$ cat src/hw/line_timing_pkg.sv
// Horizontal timing package with the pixel coordinate type and line length limits
package line_timing_pkg;

    // Bits in a horizontal pixel coordinate
    localparam int HPOS_W = 9;

    // Horizontal position within a line, 0 is the leftmost pixel
    typedef logic [HPOS_W-1:0] hpos_t;

    // Longest line that hpos_t can address
    localparam int MAX_LINE_W = 2 ** HPOS_W;

    // Each line buffer is sized for the full coordinate range
    // and a line shorter than that only uses the low part

endpackage

$ cat src/hw/obj_types_pkg.sv
// Object pixel and sprite row formats with the transparent and blank codes
package obj_types_pkg;

    import line_timing_pkg::*;

    // Pixels in one sprite row
    localparam int OBJ_ROW_PIXELS = 8;

    // One line buffer entry
    typedef struct packed {
        logic [3:0] pal;
        logic [3:0] col;
    } obj_pixel_t;

    // One sprite row as sent by the sprite engine
    // colour[0] is the leftmost pixel when hflip is low
    typedef struct packed {
        hpos_t                           x;
        logic [3:0]                      pal;
        logic [OBJ_ROW_PIXELS-1:0][3:0]  colour;
        logic                            hflip;
    } obj_row_t;

    // Colour index that is never written
    localparam logic [3:0] OBJ_ALPHA = 4'hF;

    // Value left behind by the erase after scan-out
    // Its colour field is transparent too
    localparam obj_pixel_t OBJ_BLANK = obj_pixel_t'(8'hFF);

endpackage

$ cat src/hw/line_scanout.sv
// Raster scan-out that reads one line buffer per line and aligns position with data
`timescale 1ns/1ps

module line_scanout
    import obj_types_pkg::*, line_timing_pkg::*;
#(
    parameter int LINE_W = 256
) (
    input  logic       clk,
    input  logic       rst_n,
    input  logic       line_start,
    // Read requests to the scan bank
    output logic       rd,
    output hpos_t      rd_x,
    input  obj_pixel_t rd_data,
    input  logic       rd_valid,
    // Video pixels in raster order
    output logic       pix_valid,
    output obj_pixel_t pix,
    output hpos_t      pix_x
);

    localparam hpos_t LAST_X = hpos_t'(LINE_W - 1);

    // Address delay matching the two read stages
    hpos_t x_d1;
    hpos_t x_d2;

    // Read counter, restarts on every line start
    always_ff @(posedge clk) begin
        if (!rst_n) begin
            rd   <= 1'b0;
            rd_x <= '0;
        end else if (line_start) begin
            rd   <= 1'b1;
            rd_x <= '0;
        end else if (rd) begin
            if (rd_x == LAST_X) begin
                rd <= 1'b0;
            end else begin
                rd_x <= rd_x + 1'b1;
            end
        end
    end

    always_ff @(posedge clk) begin
        x_d1 <= rd_x;
        x_d2 <= x_d1;
    end

    // Raster timing, no stall
    assign pix_valid = rd_valid;
    assign pix       = rd_data;
    assign pix_x     = x_d2;

    // Returning data must line up with its read
    a_rd_latency: assert property (@(posedge clk) disable iff (!rst_n)
        rd_valid |-> $past(rd, 2));

endmodule

$ cat config.mk
export PLATFORM = sky130hd
export DESIGN_NAME = line_scanout
export DESIGN_NICKNAME = d
export VERILOG_FILES = /design/src/hw/line_timing_pkg.sv /design/src/hw/obj_types_pkg.sv /design/src/hw/line_scanout.sv
export SDC_FILE = /design/constraint.sdc
export NUM_CORES = 1
export LEC_CHECK = 0
export BUFFER_PORTS_ARGS = -buffer_cell sky130_fd_sc_hd__buf_2
export CORE_MARGIN = 5
export CORE_UTILIZATION = 25
export CTS_CLUSTER_DIAMETER = 40
export DETAILED_ROUTE_END_ITERATION = 10
export PLACE_DENSITY_LB_ADDON = 0.3
export SLEW_MARGIN = 20
export SYNTH_ARGS = -nofsm -noshare
export SYNTH_HDL_FRONTEND = slang
export SYNTH_SLANG_ARGS = --single-unit
export TNS_END_PERCENT = 20
$ cat constraint.sdc
create_clock -name clk -period 3.75 [get_ports clk]
set_input_delay 0 -clock clk [delete_from_list [all_inputs] [get_ports clk]]
set_output_delay 0 -clock clk [all_outputs]
set_load 0.1 [all_outputs]
==> After elaboration in Yosys (flattened, before gate mapping) <==
Cells that the tools add are included.
{ "op_classes": {"order_cmp": 0, "n_addsub": 1, "muxes": 3, "eq_ne": 1, "n_div": 0, "shifts": 0, "n_reduce_logical": 2, "n_bitwise": 2, "n_mul": 0} }
{ "ops": {"columns": ["operator", "n"], "rows": [
  ["$add A9 B1 Y9 const B", 1],
  ["$eq A9 B8 Y1 const B", 1],
  ["$mux W1", 3],
  ["$not A1 Y1", 2],
  ["$reduce_and A2 Y1", 1],
  ["$reduce_or A2 Y1", 1]
]} }
{ "totals": {"inputBits": 12, "latchBits": 0, "mem_bits_rw": 0, "wordCells": 13, "mem_count": 0, "romBits": 0, "reg_bits": 28} }

==> Logic depth before layout (Yosys ltp) <==
{ "logic_depth": {"ltp_word": 4, "mapped_depth": 8, "mapped_depth_nobuf": 7} }

==> Worst setup path after synthesis <==
No wires, ideal clock.
{ "synth_timing": {"path_type": "reg2reg", "start": "register rd_x[0]", "end": "register rd_x[7]", "path_stages_with_launch": 9, "path_slack_ns": 1.363, "period_less_slack_ns": 2.387, "setup_ns": 0.070, "required_time_ns": 3.680, "path_buffers": 1, "arrival_ns": 2.317, "path_cell_list": "dfxtp_1 ha_1 nand2_1 nor3_1 ha_1 nand2b_4 buf_6 or4_1 a21oi_1"} }
{ "synth_between": {"elab_chain_len": 3} }
{ "synth_rtl": {"columns": ["element", "line", "rtl"], "rows": [
  ["start: declaration", "line_scanout.sv:14", "output hpos_t rd_x,"],
  ["start signal: assignment", "line_scanout.sv:41", "rd_x <= rd_x + 1'b1;"],
  ["parallel branches: the longest is 3 deep, another holds $add A9 B1 Y9", null, null]
]} }
Parallel ways; which one is timed is not known.
A chain may end at the register's enable or synchronous reset.

==> Worst setup path after layout <==
{ "layout_timing": {"start": "register rd_x[0]", "end": "register rd"} }
{ "layout_between": {"elab_chain_len": 4} }
{ "layout_rtl": {"columns": ["element", "line", "rtl"], "rows": [
  ["$eq A9 B8 Y1", "line_scanout.sv:38", "if (rd_x == LAST_X) begin"],
  ["$mux W1", "line_scanout.sv:38", null],
  ["$mux W1", "line_scanout.sv:37", "end else if (rd) begin"],
  ["$mux W1", "line_scanout.sv:34", "end else if (line_start) begin"],
  ["end signal: assignment", "line_scanout.sv:32", "rd <= 1'b0;"],
  ["end signal: assignment", "line_scanout.sv:35", "rd <= 1'b1;"],
  ["end signal: assignment", "line_scanout.sv:39", "rd <= 1'b0;"],
  ["end: declaration", "line_scanout.sv:13", "output logic rd,"]
]} }
Every way passes these cells.

==> impl_results.rst <==
.. list-table::
   :header-rows: 1

   * - Metric
     - Value
   * - Max-Slew Margin vs Limit
     - between 60% and 70%
   * - CP Capture Type
     - flop
   * - Lkg Pwr
     - ~0.41 nW
   * - Syn Area/Cell
     - between 10 and 15 µm²
   * - Count of inserted antenna diode cells
     - 0
   * - Multi-input logic area
     - 245 µm²
   * - Cells taking the most area after synthesis
     - sky130_fd_sc_hd__dfxtp_1 63%, sky130_fd_sc_hd__buf_4 7.6%, sky130_fd_sc_hd__a21oi_1 3.4%
   * - Die ar.
     - around 5000 µm²
   * - Clock Pin Slew Worst Setup and Hold Paths
     - 0.13 ns
   * - PwrDens
     - 446 nW/µm²
   * - Remaining antenna violation count
     - 0
   * - Maximum clock frequency
     - just under 500 MHz
   * - Synth top cells by count
     - 28 x sky130_fd_sc_hd__dfxtp_1, 9 x sky130_fd_sc_hd__buf_4, 6 x sky130_fd_sc_hd__a21oi_1, 6 x sky130_fd_sc_hd__nand2_1
   * - Count of instances resized after the clock tree is built
     - 0
   * - Vias in the first global route
     - 561
   * - Final setup viols
     - 0
   * - Primary FF master, synth
     - sky130_fd_sc_hd__dfxtp_1
   * - Initial standard-cell utilization of the core
     - 26.3%
   * - Result of the run
     - completed
   * - Residual DRC count
     - 0
   * - Minimum clock period after layout
     - ~2.1 ns
   * - Wire length reported by the detailed router
     - about 1500 µm
   * - Max Cap Viol
     - 0
   * - Clock latency at the later pin of the worst-skew pair
     - roughly 0.31 ns
   * - Cell type contributing the most total cell area after synthesis
     - sky130_fd_sc_hd__dfxtp_1
   * - Worst-case clock buffer depth
     - 2
   * - WS Path Type
     - flop to flop
   * - Most frequently used cell type in the post-synthesis netlist
     - sky130_fd_sc_hd__dfxtp_1
   * - Min-delay worst type
     - primary input to primary output
   * - Buffers inserted during post-CTS setup optimization
     - 0
   * - Worst setup path startpoint
     - rd_x[0]$_SDFFE_PP0P_
   * - Synthesis-stage register bit count
     - 28
   * - Final nets
     - between 100 and 150
   * - Clock tree from TritonCTS
     - done
   * - Die extent in x
     - about 70 µm
   * - Input/output buffers
     - 21
   * - Min-Delay Startpoint
     - rd_data[6]
   * - Fin crit share
     - ~55%
   * - Average wire per standard cell
     - ~11 µm
   * - Area of the core region
     - between 3000 and 4000 µm²
   * - Area growth syn-to-layout
     - 13.7%
   * - Unique cell type count in the Yosys netlist
     - 25
   * - Total number of vias
     - between 500 and 600
   * - Initial antenna violation count
     - 0
   * - Number of synthesis warnings
     - 0
   * - RSZ-0062 raised after global routing
     - false
   * - Required time of the worst setup path
     - slightly below 4 ns
   * - Worst path arrival time
     - approximately 2.3 ns
   * - Post-Synthesis Cells
     - 79
   * - Clk sinks
     - 28
   * - Share of final-layout standard cells stronger than drive strength 1
     - between 20 and 30%
   * - Worst vdd ir
     - between 0.0001 and 0.00015 V
   * - Footprint of the flip-flops and latches
     - 561 µm²
   * - Die Span Y
     - between 60 and 70 µm
   * - Via density per instance
     - between 4 and 5
   * - Pin count of the biggest net entering global routing
     - 15
   * - Hold violation count in the final report
     - 0
   * - Total CTS buffers
     - 3
   * - Power Total
     - approximately 450 µW
   * - Global-route wire length before repair
     - about 2500 µm
   * - H-tree Lvls
     - 1
   * - Syn_nets
     - 93
   * - Half-perimeter wire length of the detailed placement result
     - 1140 µm
   * - Least-Margin Pin Slew
     - 0.497 ns
   * - TritonRoute pass-1 iters
     - 4
   * - Aggregate negative setup slack
     - 0 ns
   * - GP Congestion
     - about 0.73
   * - Number of pins with negative max-slew slack in the final report
     - 0
   * - Remaining global-route overflow
     - 0
   * - Number of placement rows
     - 21
   * - Ports placed on the boundary
     - 40
   * - Register area share after synthesis
     - a little over three fifths
   * - Largest clock skew in the final design
     - ~0.0021 ns
   * - Global router's overall resource usage
     - 6.43%
   * - # fillers
     - 352
   * - Async SR Flop Fraction
     - 0%
   * - Post-synth EDFFs
     - 0
   * - Netlist Area Pre-Place
     - around 890 µm²
   * - Cell chosen for the clock root
     - sky130_fd_sc_hd__clkbuf_4
   * - Violation count after the first detailed-route iteration
     - 19
   * - Crit Path Max Fanout
     - 5
   * - Sort of element at the start of the critical path
     - flop
   * - Area fraction of the dominant cell type after synthesis
     - 62.8%
   * - Launching point of the worst reg2reg path
     - rd_x[0]$_SDFFE_PP0P_
[layout make-up]
class | count | area share [%]
inverter | 1 | 0.370
timing repair buffer | 23 | 12.3
sequential | 28 | 55.2
tap | 46 | 5.67
clock buffer | 3 | 2.22
multi-input combinational | 39 | 24.2
[kinds of logic (layout without fill, tap and decap cells)]
group           after synthesis  after routing  share of synthesized area [%]
compound gates               13             13                           8.70
xor+xnor                      2              2                           1.96
fa+ha+maj                     2              2                           2.80
buf+inv                      12             27                           9.68
flops                        28             28                           62.8
simple gates                 22             22                           14.0
[repair_timing]
action,CTS,global route
endpoints found under the setup margin,0,0
hold endpoints to repair,1,0
hold buffers,2,0
[cell usage in the layout, fill, tap and decap left out]
cell                            synthesis  layout
sky130_fd_sc_hd__xnor2_1                1       1
sky130_fd_sc_hd__o31ai_1                3       3
sky130_fd_sc_hd__ha_1                   2       2
sky130_fd_sc_hd__nand3b_1               1       1
sky130_fd_sc_hd__inv_1                  1       1
sky130_fd_sc_hd__or3_2                  1       1
sky130_fd_sc_hd__nand2b_4               1       1
sky130_fd_sc_hd__o21a_1                 1       1
sky130_fd_sc_hd__dlygate4sd3_1          0       2
sky130_fd_sc_hd__or3_1                  1       1
sky130_fd_sc_hd__xor2_1                 1       1
sky130_fd_sc_hd__buf_2                  0      21
sky130_fd_sc_hd__nor3_1                 1       1
sky130_fd_sc_hd__o21ai_0                2       2
sky130_fd_sc_hd__or4_1                  3       3
sky130_fd_sc_hd__a211oi_1               1       1
sky130_fd_sc_hd__dfxtp_1               28      28
sky130_fd_sc_hd__nor2b_1                1       1
sky130_fd_sc_hd__nand3_1                2       2
sky130_fd_sc_hd__nor2_1                 3       3
sky130_fd_sc_hd__nand2b_1               1       1
sky130_fd_sc_hd__clkbuf_4               0       3
sky130_fd_sc_hd__nand2_1                6       6
sky130_fd_sc_hd__a21oi_1                6       6
sky130_fd_sc_hd__nand4_1                1       1
[registers in the layout (all words and copies together), names as in the netlist]
| signal | count |
|---|---|
| pix_x | 9 |
| rd | 1 |
| rd_x | 9 |
| x_d1 | 9 |
[metal layers]
layer	up-vias	global-route usage [%]	routed length, µm
met1	265	7.04	644
met3	2	3.33	179
li1	295	-	-
met5	-	0	0
met2	21	9.75	664
met4	0	4.04	17
[metrics by stage]
stage | worst slack, ns | area (µm²) | hold slack [ns] | cells | util [%]
after global placement | 1.98 | 972 | 0.000681 | 135 | 28.7
after floorplan | 1.36 | 892 | 0.118 | 79 | -
after detailed placement | 1.92 | 972 | 0.000681 | 135 | 28.7
after global routing | 1.56 | 1010 | 0.000143 | 140 | 29.9
after CTS | 1.67 | 1010 | 0.000681 | 140 | 29.9
final | 1.68 | 1010 | 0.0000439 | 140 | 29.9
[power breakdown]
group | internal (mW) | switching (mW)
Sequential | 0.301 | 0.00271
Combinational | 0.00745 | 0.0281
Clock | 0.0375 | 0.0754
Total | 0.346 | 0.106
[final timing paths]
path / to / slack [ns] / cells after the start
worst min register to register: pix_x[8]$_DFF_P_ / 0.34 / 0
worst max-delay path: rd$_SDFF_PN0_ / 1.68 / 7
worst min-delay path: pix[6] / 0.00004 / 0
worst max register to register: rd$_SDFF_PN0_ / 1.68 / 7
[critical path: stages, from the launching register on]
cell                            delay [ns]
sky130_fd_sc_hd__dfxtp_1              0.44
sky130_fd_sc_hd__ha_1                 0.20
sky130_fd_sc_hd__nand2_1              0.09
sky130_fd_sc_hd__nor3_1               0.21
sky130_fd_sc_hd__ha_1                 0.21
sky130_fd_sc_hd__nor2b_1              0.11
sky130_fd_sc_hd__o21a_1               0.18
sky130_fd_sc_hd__dlygate4sd3_1        0.54
No activity file was read; power rests on OpenSTA's default activity.
