<file path="config.mk">
export PLATFORM = sky130hd
export DESIGN_NAME = obj_pixel_drawer
export DESIGN_NICKNAME = d
export VERILOG_FILES = /design/src/hw/line_timing_pkg.sv /design/src/hw/obj_types_pkg.sv /design/src/hw/obj_pixel_drawer.sv
export SDC_FILE = /design/constraint.sdc
export NUM_CORES = 1
export LEC_CHECK = 0
export ABC_AREA = 0
export BUFFER_PORTS_ARGS = -buffer_cell sky130_fd_sc_hd__buf_4
export CAP_MARGIN = 0
export CORE_AREA = 4 4 68 116
export CTS_CLUSTER_DIAMETER = 50
export CTS_CLUSTER_SIZE = 30
export DETAILED_ROUTE_END_ITERATION = 6
export DIE_AREA = 0 0 72 120
export GPL_TIMING_DRIVEN = 0
export PLACE_DENSITY = 0.66
export SLEW_MARGIN = 20
export SYNTH_ARGS = -nofsm -noshare
export SYNTH_HDL_FRONTEND = slang
export SYNTH_SLANG_ARGS = --single-unit
</file>
<file path="constraint.sdc">
create_clock -name clk -period 4.3 [get_ports clk]
set_input_delay 0.43 -clock clk [delete_from_list [all_inputs] [get_ports clk]]
set_output_delay 0.43 -clock clk [all_outputs]
set_load 0.05 [all_outputs]
</file>
<file path="src/hw/line_timing_pkg.sv">
// Horizontal timing package with the pixel coordinate type and line length limits
package line_timing_pkg;

    // Bits in a horizontal pixel coordinate
    localparam int HPOS_W = 9;

    // Horizontal position within a line, 0 is the leftmost pixel
    typedef logic [HPOS_W-1:0] hpos_t;

    // Longest line that hpos_t can address
    localparam int MAX_LINE_W = 2 ** HPOS_W;

    // Each line buffer is sized for the full coordinate range
    // and a line shorter than that only uses the low part

endpackage

</file>
<file path="src/hw/obj_types_pkg.sv">
// Object pixel and sprite row formats with the transparent and blank codes
package obj_types_pkg;

    import line_timing_pkg::*;

    // Pixels in one sprite row
    localparam int OBJ_ROW_PIXELS = 8;

    // One line buffer entry
    typedef struct packed {
        logic [3:0] pal;
        logic [3:0] col;
    } obj_pixel_t;

    // One sprite row as sent by the sprite engine
    // colour[0] is the leftmost pixel when hflip is low
    typedef struct packed {
        hpos_t                           x;
        logic [3:0]                      pal;
        logic [OBJ_ROW_PIXELS-1:0][3:0]  colour;
        logic                            hflip;
    } obj_row_t;

    // Colour index that is never written
    localparam logic [3:0] OBJ_ALPHA = 4'hF;

    // Value left behind by the erase after scan-out
    // Its colour field is transparent too
    localparam obj_pixel_t OBJ_BLANK = obj_pixel_t'(8'hFF);

endpackage

</file>
<file path="src/hw/obj_pixel_drawer.sv">
// Sprite row drawer that turns one accepted row into eight clipped pixel writes
`timescale 1ns/1ps

module obj_pixel_drawer
    import obj_types_pkg::*, line_timing_pkg::*;
#(
    parameter int LINE_W = 256
) (
    input  logic       clk,
    input  logic       rst_n,
    // Sprite row input
    input  logic       sprite_valid,
    input  obj_row_t   sprite,
    output logic       sprite_ready,
    // Pixel writes towards the line buffer
    output logic       wr_en,
    output hpos_t      wr_x,
    output obj_pixel_t wr_pix
);

    // Column counter width
    localparam int CW = $clog2(OBJ_ROW_PIXELS);
    // One extra bit so that positions past the coordinate range do not wrap
    localparam int XW = $bits(hpos_t) + 1;
    localparam logic [CW-1:0] LAST_COL = CW'(OBJ_ROW_PIXELS - 1);

    obj_row_t      row;
    logic          busy;
    logic [CW-1:0] cnt;
    logic [CW-1:0] idx;
    logic [XW-1:0] col_x;

    // Busy for exactly one row worth of columns
    assign sprite_ready = !busy;

    always_ff @(posedge clk) begin
        if (!rst_n) begin
            busy <= 1'b0;
            cnt  <= '0;
        end else if (sprite_valid && sprite_ready) begin
            busy <= 1'b1;
            cnt  <= '0;
        end else if (busy) begin
            cnt <= cnt + 1'b1;
            if (cnt == LAST_COL) begin
                busy <= 1'b0;
            end
        end
    end

    // Row held for the whole draw
    always_ff @(posedge clk) begin
        if (sprite_valid && sprite_ready) begin
            row <= sprite;
        end
    end

    // Flipped rows read their colours from the right end
    assign idx = row.hflip ? (LAST_COL - cnt) : cnt;

    // Screen position of the current column
    assign col_x = XW'(row.x) + XW'(cnt);

    // Columns at or past the line end are dropped
    assign wr_en  = busy && (col_x < XW'(LINE_W));
    assign wr_x   = hpos_t'(col_x);
    assign wr_pix = '{pal: row.pal, col: row.colour[idx]};

    // Ready stays low through all columns of the row, then comes back
    a_row_window: assert property (@(posedge clk) disable iff (!rst_n)
        sprite_valid && sprite_ready |-> ##OBJ_ROW_PIXELS !sprite_ready ##1 sprite_ready);

endmodule

</file>
# == Word-level counts from Yosys, hierarchy flattened ==
# Cells that the tools add are included.
# op_classes
n_bitwise,1
addsub,3
reduce_logical,4
order_cmp,2
eq_ne,1
muxes,6
# op_table
cell,count
4-bit binary-select mux with 3-bit select,1
9-bit by 3-bit adder with 10-bit output,1
10-bit by 9-bit < comparator with 1-bit output (second input constant),1
3-bit by 4-bit < comparator with 1-bit output (second input constant),1
4-bit 2-to-1 mux,1
3-bit by 1-bit adder with 3-bit output (second input constant),1
3-bit equality test (second input constant),1
1-bit 2-to-1 mux,3
3-bit 2-to-1 mux,1
3-bit subtractor (first input constant),1
1-bit logical AND,2
2-bit OR reduction,1
1-bit zero test,1
1-bit inverter,1
# word_totals
word_cells,30
input_bits,49
out_inout_bits,19
reg_bits,50

# == Longest topological paths before layout ==
# Gate-level depths: netlist of the first run.
# logic_depth
ltp_word,4
depth_mapped,6
depth_no_buf,6

# == Worst setup path before layout of the first run ==
# OpenSTA, ideal clock, no wires.
# synth_timing
kind,register to register
startpoint,register busy
endpoint,"register row[0] (netlist bit), enable pin"
stages_incl_launch_ff,3
setup_slack_ns,1.301
t_arrival_ns,2.543
n_path_buf,1
setup_ns,0.456
period_less_slack_ns,2.999
required_time_ns,3.844
path_cell_list,dfxtp_1 > clkbuf_1 > nor2b_1
# synth_via
elab_chain_cells,2
# synth_rtl
item,line,rtl
"start, declared",obj_pixel_drawer.sv:28,logic busy;
"start signal, assigned",obj_pixel_drawer.sv:38,busy <= 1'b0;
"start signal, assigned",obj_pixel_drawer.sv:41,busy <= 1'b1;
"start signal, assigned",obj_pixel_drawer.sv:46,busy <= 1'b0;
1-bit zero test,obj_pixel_drawer.sv:34,assign sprite_ready = !busy;
1-bit logical AND,obj_pixel_drawer.sv:53,if (sprite_valid && sprite_ready) begin
"end signal, assigned",obj_pixel_drawer.sv:54,row <= sprite;
"end, declared",obj_pixel_drawer.sv:27,obj_row_t row;
# No other way between the ends.
# A chain may end at the register's enable or synchronous reset.

# == Worst setup path in the final report of the first run ==
# layout_timing
startpoint,register row[37] (netlist bit)
endpoint,output wr_en
# layout_via
elab_chain_cells,3
# layout_rtl
item,line,rtl
9-bit by 3-bit adder with 10-bit output,obj_pixel_drawer.sv:62,assign col_x = XW'(row.x) + XW'(cnt);
10-bit by 9-bit < comparator with 1-bit output,obj_pixel_drawer.sv:65,assign wr_en = busy && (col_x < XW'(LINE_W));
1-bit logical AND,obj_pixel_drawer.sv:65,
"end, declared",obj_pixel_drawer.sv:16,"output logic wr_en,"
# No other way between the ends.

==> metrics.txt, run 1 <==
syn_nets=239; number of hold violations in the final report=0; Post-synth EDFFs=46; Iter 0 DRT Violations=168; worst slew pin tran=between 500 and 600 ps; Synth warnings=0; top cells by area, synth=edfxtp_1, a221oi_1, a21oi_1; DP HPWL=4160 µm; CTS Buf Count=5; critical path endpoint category=primary output; Synth top area share=58.4%; Setup CP Type=reg -> out; Syn Area/Cell=around 13 µm²; Remaining Overflow, GRT=0; min cycle time layout=approximately 2600 ps; mapped cell area=around 2400 µm²; Area Overhead vs Synth=34.3%; GRT Total Usage=around 14%; chip height=120 µm; post-synth top area cell=edfxtp_1; I/O pin count=a little under 70; DIE WIDTH=~72 µm; CP max FO=3; clock skew=about 5.7 ps; most numerous cell in the Yosys netlist=edfxtp_1; global placement routability congestion=0.791; CP Cell Sequence=ha_1 -> fa_1 -> a21o_1 -> and3_1 -> o31ai_1 -> buf_4; RSZ-0062 raised after global routing=false; # hold bufs at CTS=0; Mapped Cells=around 180; Worst Hold Class=in -> reg; ANT nets after route=0; vias=between 1,500 and 2,000; Async SR Flop Fraction=0%; drt pass-1 iters=4; Min Hold Slack=roughly 310 ps; Worst VDD drop=0.280 mV; layout cells sized above 1=around a third; status=finished clean; Slew Limit Headroom=between 60% and 70%; Starting Density=between 30% and 40%; Max-cap violations=0; post_cts resized=0; H-tree Lvls=2; top_reg_cell synth=edfxtp_1; nets=around 320; Final setup viols=0; top cells by count, synth=edfxtp_1, a21oi_1, a221oi_1, nor2_1, nand2_1; setup TNS=0 ps; Worst-Skew Late Latency=~290 ps; CP required=3870 ps; Root Buffer=clkbuf_16; Max stage delay cell, worst path=fa_1; period utilization=around 60%; final routed DRC violation total=0; Yosys reg bits=50; post-DR vias/cell=approximately 5.2; Reg clk slew, reported paths=~70 ps; Yosys cell types=35; Routed WL=roughly 5500 µm; pwr dens=roughly 370 nW/µm²; launching element type of the critical path=flip-flop; maximum clock frequency=0.387 GHz; row count=40; Slew Limit Fails=0; # diodes=0; Port Buffers=67; clk sinks=50; core area=slightly below 7000 µm²; die footprint=8640 µm²; first-pass GRT wire length=~8800 µm; CP peak stage delay=around 420 ps; number of buffers added for setup after CTS=0; largest net degree at the start of global routing=24; WL/cell=approximately 16 µm; antenna violations before repair=0; leakage=~0.0013 µW; vias in the first global route=about 1,800; arrival time worst endpoint=approximately 2200 ps; sequential fraction of the synthesis area=61.8%; CTS tree=done; Clock Path Buffers=2
## cells in the final DEF, fill, tap and decap left out, types with 3 or more instances in the layout
cell type,netlist,layout
nor2_1,14,14
ha_1,5,5
nand2_1,12,12
a22oi_1,4,4
clkbuf_1,3,3
dfxtp_1,4,4
o32a_1,4,4
nand3_1,4,4
xor2_1,3,3
nor2b_1,7,6
o22ai_1,4,4
a21oi_1,23,23
a221oi_1,14,14
edfxtp_1,46,46
buf_4,4,71
clkbuf_16,0,5
xnor2_1,4,4
buf_6,4,4
buf_2,3,3
## critical path, delay by kind of cell (launching register included)
kind	cells	cell delay [ps]
AO/OA/AOI/OAI	2	400
adder cells (fa/ha/maj)	2	660
buffers and inverters	1	240
flip-flops	1	370
AND/OR/NAND/NOR	1	200
## registers in the layout, summed over array words and instances, names as in the netlist
| register | flops |
|---|---|
| wr_pix | 4 |
| row | 42 |
| busy | 1 |
| cnt | 3 |
## path summary, 6_finish.rpt
kind | start | end | slack [ps] | cells past startpoint
setup / recovery | row[37] | wr_en | 1710 | 6
hold reg to reg | cnt[2] | cnt[2] | 760 | 3
setup reg to reg | busy | row[4] | 2800 | 4
hold / removal | sprite[12] | row[12] | 310 | 1
## power breakdown
| group | switching (µW) | internal, µW | total, µW |
|---|---|---|---|
| logic | 125 | 91.3 | 216 |
| clock network | 171 | 213 | 383 |
| registers | 19.0 | 567 | 586 |
## per-stage QoR
stage | cell area, µm² | setup slack (ps) | utilization, % | power, µW | std cells
after floorplan | 2370 | 1300 | - | 723 | 184
after global placement | 2970 | 379 | 43.1 | 803 | 335
after detailed placement | 3040 | 1990 | 44.0 | 814 | 337
after CTS | 3180 | 1670 | 46.0 | 1200 | 345
after global routing | 3180 | 1580 | 46.0 | 1230 | 345
final | 3180 | 1710 | 46.0 | 1190 | 345
## metal layers
layer	track usage, %	part of all wire, %	routed length (µm)	up-vias
li1	-	-	-	863
met1	13.9	35	1940	835
met2	23.6	54	2960	68
met3	4.11	7.8	428	14
met4	7.76	3.5	194	0
met5	0	0	0	-
## area by class of cell
cell class,instances,area [µm²]
Clock inverter,3,16.3
Sequential cell,50,1460
Tap cell,84,105
Timing Repair Buffer,69,558
Multi-Input combinational cell,118,803
Fill cell,650,3730
Inverter,2,7.51
Clock buffer,5,125
Buffer,14,101
## cell families after synthesis
kind of cell | share of synthesized area [%]
and+or+nand+nor | 10.3
AOI/OAI and AO/OA | 17.3
xor gates and xnor gates | 2.59
adders and majority gates | 3.49
DFF | 61.8
buffers and inverters | 4.60
Power figures use the tool's default switching activity.
==> run 2, diff against run 1 <==
Clock period 4.3 ns to 2.4 ns, I/O delays scaled along.
==> metrics.txt, run 2 (same netlist as run 1, synthesis figures left out) <==
drt pass-1 iters=4 (unchanged); ANT nets after route=0 (unchanged); CP required=2160 ps (was 3870 ps); Remaining Overflow, GRT=0 (unchanged); Port Buffers=67 (unchanged); fin util=46.4% (was 46.0%); die footprint=8640 µm² (unchanged); Comb power frac=17.0% (was 18.2%); vias in the first global route=1,901 (was 1,789); Min Hold Slack=123 ps (was 308 ps); clock skew=5.14 ps (was 5.68 ps); launching element type of the critical path=flip-flop (unchanged); largest net degree at the start of global routing=29 (was 24); nets=315 (unchanged); CTS tree=done (unchanged); Clk pwr share=36.2% (was 32.3%); status=finished clean (unchanged); CP peak stage delay=380 ps (was 420 ps); cell-internal power=1700 µW (was 871 µW); RSZ-0062 raised after global routing=false (unchanged); Largest Register=row (unchanged); register area=1460 µm² (about the same); Top Family by Delay on Critical Path=adder cells (unchanged); Max-cap violations=0 (unchanged); antenna violations before repair=0 (unchanged); Worst VDD drop=0.422 mV (was 0.280 mV); grt met2 use=25.2% (was 23.6%); arrival time worst endpoint=2060 ps (was 2160 ps); Iter 0 DRT Violations=115 (was 168); period utilization=95.9%; CTS Buf Count=5 (unchanged); CP max FO=3 (unchanged); met1 Track Usage GR=14.7% (was 13.9%); clk sinks=50 (unchanged); post-DR vias/cell=5.33 (was 5.16); DP HPWL=4170 µm (was 4160 µm); Final setup viols=0 (unchanged); worst slew pin tran=590 ps (was 525 ps); Worst-Skew Late Latency=290 ps (about the same); leakage=0.00129 µW (was 0.00128 µW); WL/cell=16.2 µm (was 16.0 µm); min cycle time layout=roughly 2300 ps; DIE WIDTH=72 µm (unchanged); # diodes=0 (unchanged); commonest cells after routing, fill and taps aside=buf_4, edfxtp_1, a21oi_1, a221oi_1, nor2_1 (was buf_4, edfxtp_1, a21oi_1, nor2_1, a221oi_1); Worst Hold Class=in -> reg (unchanged); switching share of power=24.5% (was 26.5%); Routed WL=5600 µm (was 5520 µm); Slew Limit Fails=0 (unchanged); Post-Place Cell Area=3010 µm² (was 3040 µm²); Fill cells=669 (was 650); Root Buffer=clkbuf_16 (unchanged); part of the power in registers=46.8% (was 49.4%); Max stage delay cell, worst path=edfxtp_1 (was fa_1); Design Area, Final=3200 µm² (was 3180 µm²); maximum clock frequency=between 0.4 and 0.5 GHz; CP bufs+invs=1 (unchanged); core area=6910 µm² (unchanged); setup TNS=0 ps (unchanged); Reg clk slew, reported paths=60 ps (was 70 ps); H-tree Lvls=2 (unchanged); met3 usage=3.69% (was 4.11%); row count=40 (unchanged); Setup CP Type=reg -> out (unchanged); max reg flops=42 (unchanged); Area Overhead vs Synth=35.4% (was 34.3%); Slew Limit Headroom=60.6% (was 64.8%); I/O pin count=68 (unchanged); most common cell after layout, fill and taps aside=buf_4 (unchanged); global placement routability congestion=0.750 (was 0.791); Starting Density=34.3% (unchanged); Tot Pwr=2250 µW (was 1190 µW); vias=1,838 (was 1,780); GR peak layer=met2 (unchanged); layout cells sized above 1=37.2% (was 34.9%); chip height=120 µm (unchanged); critical path endpoint category=primary output (unchanged); Psw=552 µW (was 315 µW); final routed DRC violation total=0 (unchanged); multi-input combinational cell area=816 µm² (was 803 µm²); number of hold violations in the final report=0 (unchanged); GRT Total Usage=14.0% (was 13.5%); first-pass GRT wire length=9170 µm (was 8830 µm); pwr dens=702 nW/µm² (was 373 nW/µm²); Clock Path Buffers=2 (unchanged); CP Cell Sequence=ha_1 -> fa_2 -> a21o_1 -> and3_1 -> o31ai_2 -> buf_6 (was ha_1 -> fa_1 -> a21o_1 -> and3_1 -> o31ai_1 -> buf_4)
[run 2: cell types whose count changed in the layout (fill, tap and decap cells not counted), sizes merged]
| cell | previous run | this run |
|---|---|---|
| clkinv | 3 | 1 |
| clkbuf | 8 | 10 |
| clkinvlp | 1 | 0 |
| bufinv | 0 | 1 |
[run 2: power by group through the flow]
stage | sequential, µW | clock [µW] | combinational, µW
3_5_place_dp | 1070 | 0 | 380
5_1_grt | 1060 | 871 | 413
6_report | 1050 | 814 | 383
3_3_place_gp | 1070 | 0 | 368
4_1_cts | 1050 | 842 | 382
2_1_floorplan | 1060 | 0 | 237
[run 2: area by class of cell]
| type | count | share of cell area, % |
|---|---|---|
| Inverter | 2 | 0.234 |
| Timing Repair Buffer | 69 | 16.8 |
| Tap cell | 84 | 3.28 |
| Clock inverter | 1 | 0.937 |
| Multi-Input combinational cell | 118 | 25.5 |
| Buffer | 14 | 3.20 |
| Clock buffer | 7 | 4.45 |
| Sequential cell | 50 | 45.6 |
[run 2: final timing paths]
kind | start | endpoint | slack (ps) | depth (start not counted)
setup / recovery | row[37] | wr_en | 100 | 6
hold / removal | sprite[29] | row[29] | 120 | 1
setup reg to reg | busy | row[32] | 790 | 3
hold reg to reg | busy | cnt[1] | 760 | 3
[run 2: metal layers]
layer / part of all wire, % / wire, µm / up-vias
met2: 57 / 3210 / 66
li1: - / - / 868
met3: 5.1 / 288 / 11
met4: 2.3 / 131 / 0
met5: 0 / 0 / -
met1: 35 / 1970 / 893
[run 2: metrics by stage]
| step | setup slack (ps) | instances |
|---|---|---|
| 3_3_place_gp | -250 | 335 |
| 4_1_cts | 5.30 | 344 |
| 6_report | 97.5 | 345 |
| 2_1_floorplan | 74.6 | 184 |
| 3_5_place_dp | 295 | 336 |
| 5_1_grt | 3.39 | 345 |
[run 2: what timing repair did]
action | CTS | global route
hold buffers | 0 | 0
endpoints found under the hold margin | 0 | 0
endpoints found under the setup margin | 2 | 5
resized for setup | 1 | 7
setup buffers | 0 | 1
pin swaps | 0 | 0
[run 2: worst register-to-register path, cell delays in order (launching register included)]
cell and delay (ps):
dfxtp_1 290, clkbuf_1 200, nor2b_4 540, buf_12 270
==> run 3, diff against run 2 <==
Settings changed: RECOVER_POWER set to 25.
==> metrics.txt, run 3 (same netlist as run 1, synthesis figures left out) <==
status=finished clean (unchanged); chip height=120 µm (unchanged); vias=1,834 (was 1,838); core area=6910 µm² (unchanged); arrival time worst endpoint=2060 ps (about the same); cell-internal power=1690 µW (was 1700 µW); Port Buffers=67 (unchanged); clock skew=5.04 ps (was 5.14 ps); crit path from=row[37] (unchanged); Worst VDD drop=0.422 mV (about the same); pwr dens=701 nW/µm² (was 702 nW/µm²); die footprint=8640 µm² (unchanged); Min Hold Slack=124 ps (was 123 ps); GRT Total Usage=14.0% (unchanged); Hold Crit Start=sprite[38] (was sprite[29]); Setup CP Type=reg -> out (unchanged); maximum clock frequency=0.434 GHz (about the same); Comb power frac=16.9% (was 17.0%); worst slew pin tran=590 ps (about the same); I/O pin count=68 (unchanged); Iter 0 DRT Violations=141 (was 115); Clk pwr share=36.3% (was 36.2%); Routed WL=5570 µm (was 5600 µm); max reg flops=42 (unchanged); placed cells=336 (unchanged); switching share of power=24.6% (was 24.5%); vias in the first global route=1,901 (unchanged); WL/cell=16.2 µm (about the same); launching element type of the critical path=flip-flop (unchanged); Worst-Skew Late Latency=290 ps (about the same); Area Overhead vs Synth=35.4% (unchanged); ANT nets after route=0 (unchanged); global placement routability congestion=0.750 (unchanged); drt pass-1 iters=4 (unchanged); antenna violations before repair=0 (unchanged); min cycle time layout=2300 ps (about the same); clk sinks=50 (unchanged); Design Area, Final=3200 µm² (unchanged); DP HPWL=4170 µm (unchanged); Tot Pwr=2250 µW (about the same); critical path endpoint category=primary output (unchanged); Max-cap violations=0 (unchanged); part of the power in registers=46.8% (about the same); commonest cells after routing, fill and taps aside=edfxtp_1, buf_4, clkbuf_4, a21oi_1, a221oi_1 (was buf_4, edfxtp_1, a21oi_1, a221oi_1, nor2_1); Worst Hold Class=in -> reg (unchanged); Root Buffer=clkbuf_16 (unchanged); Largest Register=row (unchanged); H-tree Lvls=2 (unchanged); Slew Limit Headroom=60.6% (about the same); CTS tree=done (unchanged); final non-filler cell total=345 (unchanged); first-pass GRT wire length=9170 µm (unchanged); CP max FO=3 (unchanged); Final setup viols=0 (unchanged); Reg clk slew, reported paths=60 ps (about the same); CP required=2160 ps (about the same); Clock Path Buffers=2 (unchanged); CTS Buf Count=5 (unchanged); nets=315 (unchanged); RSZ-0062 raised after global routing=false (unchanged); Psw=553 µW (was 552 µW); period utilization=95.9% (about the same); layout cells sized above 1=37.2% (unchanged); # hold bufs at CTS=0 (unchanged); final routed DRC violation total=0 (unchanged); Post-Place Cell Area=3010 µm² (unchanged); most common cell after layout, fill and taps aside=edfxtp_1 (was buf_4); row count=40 (unchanged); DIE WIDTH=72 µm (unchanged); Starting Density=34.3% (unchanged); leakage=0.00128 µW (was 0.00129 µW); number of hold violations in the final report=0 (unchanged); post-DR vias/cell=5.32 (was 5.33); # diodes=0 (unchanged); Slew Limit Fails=0 (unchanged); Remaining Overflow, GRT=0 (unchanged); largest net degree at the start of global routing=29 (unchanged); launching point of the worst reg2reg path=busy (unchanged)
==> run 3: changes by cell type in the layout (fill, tap and decap cells not counted), sizes merged <==
cell | before | now
buf | 80 | 52
clkbuf | 10 | 38
==> run 3: cell type report <==
cell class                      instances  area (µm²)
Sequential cell                        50        1460
Multi-Input combinational cell        118         816
Clock inverter                          1        30.0
Inverter                                2        7.51
Fill cell                             669        3700
Tap cell                               84         105
Clock buffer                            7         143
Buffer                                 14         103
Timing Repair Buffer                   69         538
==> run 3: power groups by stage <==
stage	registers [µW]	logic (µW)	clock network [µW]
6_report	1050	380	815
4_1_cts	1050	382	842
2_1_floorplan	1060	237	0
5_1_grt	1060	411	871
3_5_place_dp	1070	380	0
3_3_place_gp	1070	368	0
==> run 3: worst max-delay path, stage by stage, from the launching register on <==
cell,delay (ps)
edfxtp_1,380
ha_1,240
fa_2,360
a21o_1,180
and3_1,210
o31ai_2,210
buf_6,190
==> run 3: final timing paths <==
kind                                 to  slack, ps  cells after the start
worst max-delay path              wr_en        100                      6
worst min-delay path            row[38]        120                      1
worst max register to register  row[32]        790                      3
worst min register to register   cnt[1]        760                      3
==> run 3: metrics by stage <==
step | util, % | setup TNS, ps | setup WS [ps]
floorplan | - | 0 | 74.6
global placement | 43.2 | -11480 | -250
detailed placement | 43.5 | 0 | 295
CTS | 46.1 | 0 | 5.30
global route | 46.4 | 0 | 3.39
finish | 46.4 | 0 | 97.5
==> run 3: what timing repair did <==
item	CTS	global route
setup endpoints to repair	2	5
gates resized for setup	1	7
buffers inserted	0	1
==> run 3: layer usage <==
metal / global-route usage (%) / up-vias / routed length (µm)
met5: 0 / - / 0
met4: 6.59 / 0 / 125
met3: 3.69 / 9 / 299
met2: 25.2 / 61 / 3190
met1: 14.7 / 896 / 1960
li1: - / 868 / -
